==> config.mk <==
export PLATFORM = sky130hd
export DESIGN_NAME = icache
export DESIGN_NICKNAME = d
export VERILOG_FILES = /design/src/source/fetch_pkg.sv /design/src/source/icache.sv /design/src/source/miss_tracker.sv
export SDC_FILE = /design/constraint.sdc
export NUM_CORES = 2
export LEC_CHECK = 0
export BUFFER_PORTS_ARGS = -buffer_cell sky130_fd_sc_hd__buf_2
export CAP_MARGIN = 20
export CORE_MARGIN = 2
export CORE_UTILIZATION = 56
export DETAILED_ROUTE_END_ITERATION = 16
export GPL_TIMING_DRIVEN = 0
export MAX_ROUTING_LAYER = met4
export PLACE_DENSITY = 0.76
export RECOVER_POWER = 100
export SETUP_SLACK_MARGIN = 0.02
export SLEW_MARGIN = 20
export SYNTH_ARGS = -nofsm -noshare
export SYNTH_HDL_FRONTEND = slang
export SYNTH_SLANG_ARGS = --single-unit
==> constraint.sdc <==
create_clock -name clock -period 13 [get_ports clock]
set_input_delay 2.6 -clock clock [delete_from_list [all_inputs] [get_ports clock]]
set_output_delay 2.6 -clock clock [all_outputs]
set_load 0.005 [all_outputs]
==> src/memory.hex <==
// one 64-bit doubleword per line, word address 0 to 63 in order
00FF5A00C3FF0096
01FE5A01C3FE0196
02FD5A02C3FD0296
03FC5A03C3FC0396
04FB5A04C3FB0496
05FA5A05C3FA0596
06F95A06C3F90696
07F85A07C3F80796
08F75A08C3F70896
09F65A09C3F60996
0AF55A0AC3F50A96
0BF45A0BC3F40B96
0CF35A0CC3F30C96
0DF25A0DC3F20D96
0EF15A0EC3F10E96
0FF05A0FC3F00F96
10EF5A10C3EF1096
11EE5A11C3EE1196
12ED5A12C3ED1296
13EC5A13C3EC1396
14EB5A14C3EB1496
15EA5A15C3EA1596
16E95A16C3E91696
17E85A17C3E81796
18E75A18C3E71896
19E65A19C3E61996
1AE55A1AC3E51A96
1BE45A1BC3E41B96
1CE35A1CC3E31C96
1DE25A1DC3E21D96
1EE15A1EC3E11E96
1FE05A1FC3E01F96
20DF5A20C3DF2096
21DE5A21C3DE2196
22DD5A22C3DD2296
23DC5A23C3DC2396
24DB5A24C3DB2496
25DA5A25C3DA2596
26D95A26C3D92696
27D85A27C3D82796
28D75A28C3D72896
29D65A29C3D62996
2AD55A2AC3D52A96
2BD45A2BC3D42B96
2CD35A2CC3D32C96
2DD25A2DC3D22D96
2ED15A2EC3D12E96
2FD05A2FC3D02F96
30CF5A30C3CF3096
31CE5A31C3CE3196
32CD5A32C3CD3296
33CC5A33C3CC3396
34CB5A34C3CB3496
35CA5A35C3CA3596
36C95A36C3C93696
37C85A37C3C83796
38C75A38C3C73896
39C65A39C3C63996
3AC55A3AC3C53A96
3BC45A3BC3C43B96
3CC35A3CC3C33C96
3DC25A3DC3C23D96
3EC15A3EC3C13E96
3FC05A3FC3C03F96

==> src/source/fetch_pkg.sv <==
`default_nettype none

package fetch_pkg;

  // fetch address layout.
  localparam int ADDR_BITS   = 16;
  localparam int OFFSET_BITS = 3;
  localparam int IDX_BITS    = 4;
  localparam int ICACHE_LINES = 1 << IDX_BITS;
  localparam int TAG_BITS    = ADDR_BITS - IDX_BITS - OFFSET_BITS;

  localparam int DATA_BITS = 64; // one doubleword per cache line.

  // memory model sizes.
  localparam int MEM_WORDS    = 64;
  localparam int WORD_BITS    = $clog2(MEM_WORDS);
  localparam int MEM_TAG_BITS = 4;
  localparam int NUM_MEM_TAGS = 1 << MEM_TAG_BITS; // tag 0 means no transaction.
  localparam int MEM_LATENCY  = 4;

  localparam logic [1:0] BUS_NONE = 2'b00;
  localparam logic [1:0] BUS_LOAD = 2'b01;

  localparam string MEM_FILE = "/design/src/memory.hex";

  // a fetch address seen either as a byte address or split into cache fields.
  typedef union packed {
    logic [ADDR_BITS-1:0] raw;
    struct packed {
      logic [TAG_BITS-1:0]    tag;
      logic [IDX_BITS-1:0]    idx;
      logic [OFFSET_BITS-1:0] offset;
    } fields;
  } fetch_addr_u;

endpackage

`default_nettype wire
==> src/source/icache.sv <==
`timescale 1ns/1ps
`default_nettype none

module icache import fetch_pkg::*; (
  input  logic                    clock,
  input  logic                    reset,
  input  logic [ADDR_BITS-1:0]    i_fetch_addr,
  input  logic [MEM_TAG_BITS-1:0] i_mem_response,
  input  logic [DATA_BITS-1:0]    i_mem_data,
  input  logic [MEM_TAG_BITS-1:0] i_mem_tag,
  output logic [1:0]              o_mem_command,
  output logic [ADDR_BITS-1:0]    o_mem_addr,
  output logic [DATA_BITS-1:0]    o_fetch_data,
  output logic                    o_fetch_valid
);

  fetch_addr_u fetch;
  fetch_addr_u req_addr;

  logic [ICACHE_LINES-1:0]               line_valid;
  logic [ICACHE_LINES-1:0][TAG_BITS-1:0] line_tag;
  logic [DATA_BITS-1:0]                  line_data [ICACHE_LINES];

  logic [ICACHE_LINES-1:0]               valid_next;
  logic [ICACHE_LINES-1:0][TAG_BITS-1:0] slot_tags_next;

  logic [IDX_BITS-1:0] head, tail;
  logic [IDX_BITS-1:0] head_next, tail_next;
  logic [IDX_BITS-1:0] tail_plus_one, idx_plus_one;

  logic                tag_match;
  logic                accepted;
  logic                fill;
  logic [IDX_BITS-1:0] fill_idx;

  assign fetch.raw = i_fetch_addr;

  assign tag_match     = line_tag[fetch.fields.idx] == fetch.fields.tag;
  assign o_fetch_valid = tag_match && line_valid[fetch.fields.idx];
  assign o_fetch_data  = line_data[fetch.fields.idx];

  assign accepted      = i_mem_response != '0;
  assign tail_plus_one = tail + 1'b1;
  assign idx_plus_one  = fetch.fields.idx + 1'b1;

  // on a hit the next line of the prefetch window goes out instead.
  always_comb begin
    req_addr.fields.offset = '0;
    if (tag_match) begin
      req_addr.fields.tag = line_tag[tail];
      req_addr.fields.idx = tail;
    end else begin
      req_addr.fields.tag = fetch.fields.tag;
      req_addr.fields.idx = fetch.fields.idx;
    end
  end

  assign o_mem_addr = req_addr.raw;

  always_comb begin
    head_next = head;
    tail_next = tail;
    if (!tag_match) begin
      head_next = fetch.fields.idx;
      tail_next = accepted ? idx_plus_one : fetch.fields.idx; // refused loads retry here.
    end else if (accepted && tail_plus_one != head) begin
      tail_next = tail_plus_one;
    end
  end

  // the tracker compares against the tags as they will be after this edge.
  always_comb begin
    slot_tags_next = line_tag;
    slot_tags_next[fetch.fields.idx] = fetch.fields.tag;
  end

  always_comb begin
    valid_next = line_valid;
    if (!tag_match) begin
      valid_next[fetch.fields.idx] = 1'b0;
    end
    if (fill) begin
      valid_next[fill_idx] = 1'b1;
    end
  end

  miss_tracker i_miss_tracker (
    .clock            (clock),
    .reset            (reset),
    .i_alloc_tag      (i_mem_response),
    .i_alloc_idx      (req_addr.fields.idx),
    .i_alloc_line_tag (req_addr.fields.tag),
    .i_return_tag     (i_mem_tag),
    .i_slot_tags      (slot_tags_next),
    .o_fill           (fill),
    .o_fill_idx       (fill_idx)
  );

  always_ff @(posedge clock) begin
    if (reset) begin
      line_valid    <= '0;
      line_tag      <= '0;
      head          <= '0;
      tail          <= '0;
      o_mem_command <= BUS_NONE;
    end else begin
      line_valid    <= valid_next;
      line_tag      <= slot_tags_next;
      head          <= head_next;
      tail          <= tail_next;
      o_mem_command <= BUS_LOAD; // the cache always has a line to ask for.
    end
  end

  always_ff @(posedge clock) begin
    if (fill) begin
      line_data[fill_idx] <= i_mem_data;
    end
  end

endmodule

`default_nettype wire

==> src/source/miss_tracker.sv <==
`timescale 1ns/1ps
`default_nettype none

module miss_tracker import fetch_pkg::*; (
  input  logic                                   clock,
  input  logic                                   reset,
  input  logic [MEM_TAG_BITS-1:0]                i_alloc_tag,
  input  logic [IDX_BITS-1:0]                    i_alloc_idx,
  input  logic [TAG_BITS-1:0]                    i_alloc_line_tag,
  input  logic [MEM_TAG_BITS-1:0]                i_return_tag,
  input  logic [ICACHE_LINES-1:0][TAG_BITS-1:0]  i_slot_tags,
  output logic                                   o_fill,
  output logic [IDX_BITS-1:0]                    o_fill_idx
);

  logic [NUM_MEM_TAGS-1:0]               entry_valid;
  logic [NUM_MEM_TAGS-1:0][IDX_BITS-1:0] entry_idx;
  logic [NUM_MEM_TAGS-1:0][TAG_BITS-1:0] entry_line_tag;

  logic                returning;
  logic [TAG_BITS-1:0] current_tag;

  assign returning   = i_return_tag != '0;
  assign o_fill_idx  = entry_idx[i_return_tag];
  assign current_tag = i_slot_tags[o_fill_idx];

  // a fill is dropped if the slot was retagged since the load went out.
  assign o_fill = returning && entry_valid[i_return_tag]
                  && (entry_line_tag[i_return_tag] == current_tag);

  always_ff @(posedge clock) begin
    if (reset) begin
      entry_valid <= '0;
    end else begin
      if (returning) begin
        entry_valid[i_return_tag] <= 1'b0; // retired whether used or not.
      end
      if (i_alloc_tag != '0) begin
        entry_valid[i_alloc_tag] <= 1'b1;
      end
    end
  end

  always_ff @(posedge clock) begin
    if (i_alloc_tag != '0) begin
      entry_idx[i_alloc_tag]      <= i_alloc_idx;
      entry_line_tag[i_alloc_tag] <= i_alloc_line_tag;
    end
  end

endmodule

`default_nettype wire

# After elaboration in Yosys (flattened, before gate mapping)
# Memories as Yosys holds them, arrays and structs flattened.
# Index checks and enable logic that the tools add are counted.
# totals
reg_bits	394
mem_bits_rw	1024
input_bits	90
output_inout_bits	83
elab_cells	128
n_memories	1
# op_classes
add_sub_neg	2
n_lt_le_gt_ge	9
eq_ne	4
muxes	43
bitwise_logic	6
n_reduce_logical	10
# mem_list
name	words	word_bits	read_ports	rd_ports_with_merged_regs	wr	line_no	text
line_data	16	64	1	0	1	icache.sv:22	logic [DATA_BITS-1:0] line_data [ICACHE_LINES];
# op_table
cell	n
bitwise mux 144 bit	2
binary-select mux 9 bit (select 4 bit)	4
2-to-1 mux 16 bit	5
demux 9 bit (select 4 bit)	2
bitwise mux 64 bit	1
2-to-1 mux 9 bit	6
bitwise AND 16 bit	2
NOT 16 bit	2
bitwise OR 16 bit	2
< comparator 4 x 5 -> 1 bit, second input constant	5
2-to-1 mux 4 bit	5
equality test 9 bit	2
binary-select mux 4 bit (select 4 bit)	1
demux 1 bit (select 4 bit)	4
demux 4 bit (select 4 bit)	1
>= comparator 4 x 1 -> 1 bit, second input constant	4
2-to-1 mux 13 bit	1
2-to-1 mux 1 bit	9
adder 4 x 1 -> 4 bit, second input constant	2
binary-select mux 1 bit (select 4 bit)	2
logical AND 1 bit	8
nonzero test 4 bit	2
!= test 4 bit	1
!= test 2 x 1 -> 1 bit, second input constant	1

# Logic depth before layout (Yosys ltp)
# depth
depth_word	11
ltp_mapped	19
depth_no_buf	11

# By module
# A second synthesis with hierarchy kept.
# hier_totals
cells_unflattened	2828
hier_area_um2	57500.1
# by_module_without_submodules
module	instances	cells_per_inst	area_per_inst_um2	seq_area_each_um2
icache	1	2243	47824.6	34132.7
miss_tracker	1	585	9675.5	6155.9

# Worst setup path after synthesis
# Ideal clock, no wire load.
# synth_timing
path_kind	input-to-reg
startpoint	input port i_fetch_addr[3]
endpoint	memory line_data[0][0], enable pin
setup_ns	0.644
arrival_ns	13.264
path_slack_ns	-0.908
path_stages	18
n_path_buf	7
path_cell_list	buf_1 clkbuf_1 clkbuf_1 buf_1 inv_1 ha_1 clkbuf_1 nand3_1 clkbuf_1 mux2_2 nor2_1 o221a_2 nor4_1 xnor2_1 nand2_1 or4_1 buf_2 nor4_1
# synth_between
elab_chain_len	11
elab_cells_between_ends	12
classes_between	order compare: 2; eq/ne: 1; mux: 7; reduce/logical: 2
# synth_rtl
item	line_no	text
start, declared	icache.sv:7	input logic [ADDR_BITS-1:0] i_fetch_addr,
< comparator 4 x 5 -> 1 bit (implied by the code) / >= comparator 4 x 1 -> 1 bit (equally long branches)	icache.sv:74	slot_tags_next[fetch.fields.idx] = fetch.fields.tag;
logical AND 1 bit (implied by the code)	icache.sv:74	
2-to-1 mux 9 bit (implied by the code)	icache.sv:74	
demux 9 bit (select 4 bit) *	icache.sv:74	
bitwise mux 144 bit *	icache.sv:74	
binary-select mux 9 bit (select 4 bit) *	miss_tracker.sv:25	assign current_tag = i_slot_tags[o_fill_idx];
2-to-1 mux 9 bit (implied by the code) *	miss_tracker.sv:25	
equality test 9 bit *	miss_tracker.sv:29	&& (entry_line_tag[i_return_tag] == current_tag);
logical AND 1 bit *	miss_tracker.sv:29	
2-to-1 mux 1 bit *	icache.sv:116	if (fill) begin
2-to-1 mux 1 bit (implied by the code) *	icache.sv:117	line_data[fill_idx] <= i_mem_data;
end, declared	icache.sv:22	
# Mark *: on every way between the ends. The rest lies on a longest branch, timed or not. The select of a mux whose other input is x is not followed.

# Worst setup path after layout
# layout_timing
startpoint	input port i_fetch_addr[3]
endpoint	memory line_data[4][25], enable pin
# The elaborated chain is that of the path after synthesis.

==> impl_results.md <==
- Sw Ratio: 22.9%
- Crit path kind: input port to flip-flop
- Gate power share: 7.2%
- Max Buffers Root-to-Sink: 3
- Register area: 40300 µm²
- Highest clock rate: 0.0812 GHz
- Worst-Margin Slew: 2000 ps
- FP Rows: 117
- Synth Cell Area: 57000 µm²
- Clock sink count: 1403
- Share of cells above drive strength 1: 25.4%
- Hold Fails Final Rpt: 0
- Number of flops mapped to enable cells by yosys: 1219
- Largest net degree at the start of global routing: 17
- Full die area: 104000 µm²
- CP startpoint kind: input port
- Area growth, synth to finish: 14.5%
- Hold Path Class: flip-flop to flip-flop
- I/O pin count: 173
- Clock Power Share: 41.9%
- Cells resized by post-CTS repair: 0
- Hold_buf cts: 0
- DR iter-0 viols: 5112
- Synth top area share: 64.2%
- Dominant cell type by area after synthesis: edfxtp_1
- Max_slew headroom: -34.1%
- Area of the multi-input gates: 15800 µm²
- Avg Inst Size Synth: 19.9 µm²
- LEAKAGE: 21.7 nW
- Setup bufs post-CTS: 0
- Post-synth cell types: 56
- Yosys warnings: 0
- Routed Antenna Nets: 0
- Clock-pin slew on the worst setup and hold paths: 60 ps
- GRT overflow: 0
- Post-DP HPWL: 107000 µm
- CTS root buffer: clkbuf_16
- Final Cell Area: 65200 µm²
- PwrDens: 149 nW/µm²
- Number of global-route vias before repair: 33500
- Seq cells post-synth: 1403
- Placer Congestion: 0.949
- Antenna violations before repair: 21
- Seq/Total Area, Yosys: 70.7%
- CTS tree: yes
- Vias: 32900
- Fillers: 6685
- Sw Pwr: 2.22 mW
- Worst path required time: 13450 ps
- Die Y: 323 µm
- Commonest non-fill, non-tap cells in the layout: edfxtp_1 (1219), mux4_2 (467), clkbuf_1 (381)
- Crit path max fanout: 11
- Final nets: 3438
- Drt first pass iters: 6
- Post-route clock skew: 44.6 ps
- Num CTS Buffers: 142
- Die Wd: 323 µm
- Clock Latency Late Sink: 770 ps
- Routed len/inst: 34.5 µm
- Hold Worst Slack: 485 ps
- Total Power: 9.71 mW
- Min-delay src: line_valid[5]
- Post-place instance area: 61400 µm²
- Fin crit period: 12310 ps
- Final setup violation count: 0
- Gr usage total: 33.4%
- Failing checks: max-capacitance violations, max-slew violations
- Asr flop ratio synth: 0%
- Peak supply drop: 0.152 mV
- Tcrit/Tclk final: 94.7%
- First-pass GRT wire length: 238000 µm
- Dominant synthesized flop cell: edfxtp_1
- Crit path from: i_fetch_addr[3]
- H-tree lvl count: 4
- P_int: 7.49 mW
- Vias per cell: 6.79
- RSZ-0062 raised after global routing: no
- Drt drc: 0
- Max cap viols: 3
- Core region area: 101000 µm²
- I/O Buffers: 154
- CP arrival: 12760 ps
- Initial core utilization: 56.3%
- Commonest non-fill, non-tap cell in the layout: edfxtp_1
- Routed WL: 167000 µm
- Outcome: finished with violations
- Worst r2r src: i_miss_tracker.entry_idx[62]
- Slew Viols, Final: 36
- Critical Path Sink Type: flip-flop
- Largest cells by area after synthesis: edfxtp_1 (64%), mux4_2 (18%), dfxtp_1 (6.5%), mux2i_1 (2.9%), nor2_1 (1.1%)
- Sequential power share: 50.8%
- Post-Syn Instances: 2864
## per-stage QoR
stage                     setup slack (ps)  TNS (ps)  utilization, %  instances
final                                  688         0            64.4       4842
after global routing                   528         0            64.4       4841
after CTS                             1270         0            65.1       4818
after detailed placement               550         0            60.6       4564
after global placement              -12060  -6829390            58.7       4389
after floorplan                       -908   -116190               -       2867
## metal layers
metal,wire length [µm],global-route usage [%],up-vias
met5,0,-,-
met4,7250,14.3,0
met3,19500,8.26,494
met2,81700,52.1,2603
met1,58600,42.3,17000
li1,-,-,12800
## cells by family after synthesis
kind of cell	synth area share [%]
and+or+nand+nor	3.08
muxes	21.8
other	0.00658
AOI/OAI and AO/OA	2.10
xor gates and xnor gates	0.446
buffers and inverters	1.72
DFF	70.7
adders and majority gates	0.132
## synth_stat cells (2+ instances only)
| library cell | instances |
|---|---|
| nand4_1 | 4 |
| buf_6 | 10 |
| o22ai_1 | 16 |
| inv_1 | 7 |
| o32a_1 | 2 |
| a21oi_1 | 74 |
| o21a_1 | 9 |
| nor2b_1 | 7 |
| nor4_1 | 11 |
| nand3_1 | 8 |
| a2bb2oi_1 | 2 |
| buf_2 | 28 |
| xnor2_1 | 22 |
| a221o_1 | 2 |
| xor2_1 | 7 |
| a221oi_1 | 27 |
| a221oi_2 | 5 |
| o31a_1 | 3 |
| buf_4 | 12 |
| o21ai_1 | 3 |
| mux2_2 | 25 |
| a211oi_1 | 4 |
| nand2_1 | 90 |
| nor2_1 | 173 |
| o221a_1 | 2 |
| nor4_2 | 14 |
| nor3_1 | 8 |
| buf_1 | 38 |
| mux4_2 | 467 |
| dfxtp_1 | 184 |
| and2_1 | 18 |
| mux2i_1 | 163 |
| edfxtp_1 | 1219 |
| or4_1 | 18 |
| clkbuf_1 | 125 |
| nand2b_1 | 10 |
| o21ai_0 | 23 |
| ha_1 | 6 |
## critical path: stages
cell	delay [ps]
clkbuf_1	330
clkbuf_1	810
clkbuf_1	830
clkbuf_1	900
clkbuf_1	700
inv_1	320
ha_1	290
clkbuf_1	140
nand3_1	100
clkbuf_1	950
mux2i_1	280
a21oi_1	220
a221oi_1	100
nor4_1	920
xnor2_1	230
nand4_1	250
clkbuf_1	350
buf_2	340
nor4_4	520
clkbuf_1	630
clkbuf_1	640
buf_6	280
## path summary, 6_finish.rpt
check	slack, ps	cells past startpoint	end
max	690	22	line_data[4][25]
min	480	2	line_valid[5]
max reg2reg	6030	14	line_data[4][25]
min reg2reg	480	2	line_valid[5]
## power groups by stage
stage	Clock, mW	Combinational, mW	Sequential (mW)
detailed placement	0	0.691	5.03
global route	4.26	0.728	4.94
floorplan	0	0.401	5.03
global placement	0	0.660	5.03
CTS	4.09	0.700	4.93
finish	4.07	0.701	4.94
## sequential cells by signal (all words and copies together), names as in the netlist
| signal | flops |
|---|---|
| head | 4 |
| i_miss_tracker.entry_idx | 60 |
| line_data | 1024 |
| line_tag | 144 |
| o_mem_command | 1 |
| i_miss_tracker.entry_valid | 15 |
| tail | 4 |
| line_valid | 16 |
| i_miss_tracker.entry_line_tag | 135 |
## layout make-up
cell class	instances	area share, %
diodes	22	0.0844
plain buffers	213	1.49
clock buffers	179	5.87
clock inverters	75	1.16
inverters	7	0.0403
multi-input cells	1244	24.2
flip-flops and latches	1403	61.8
well taps	1368	2.62
repair buffers	331	2.75
No activity file was read; power rests on OpenSTA's default activity.
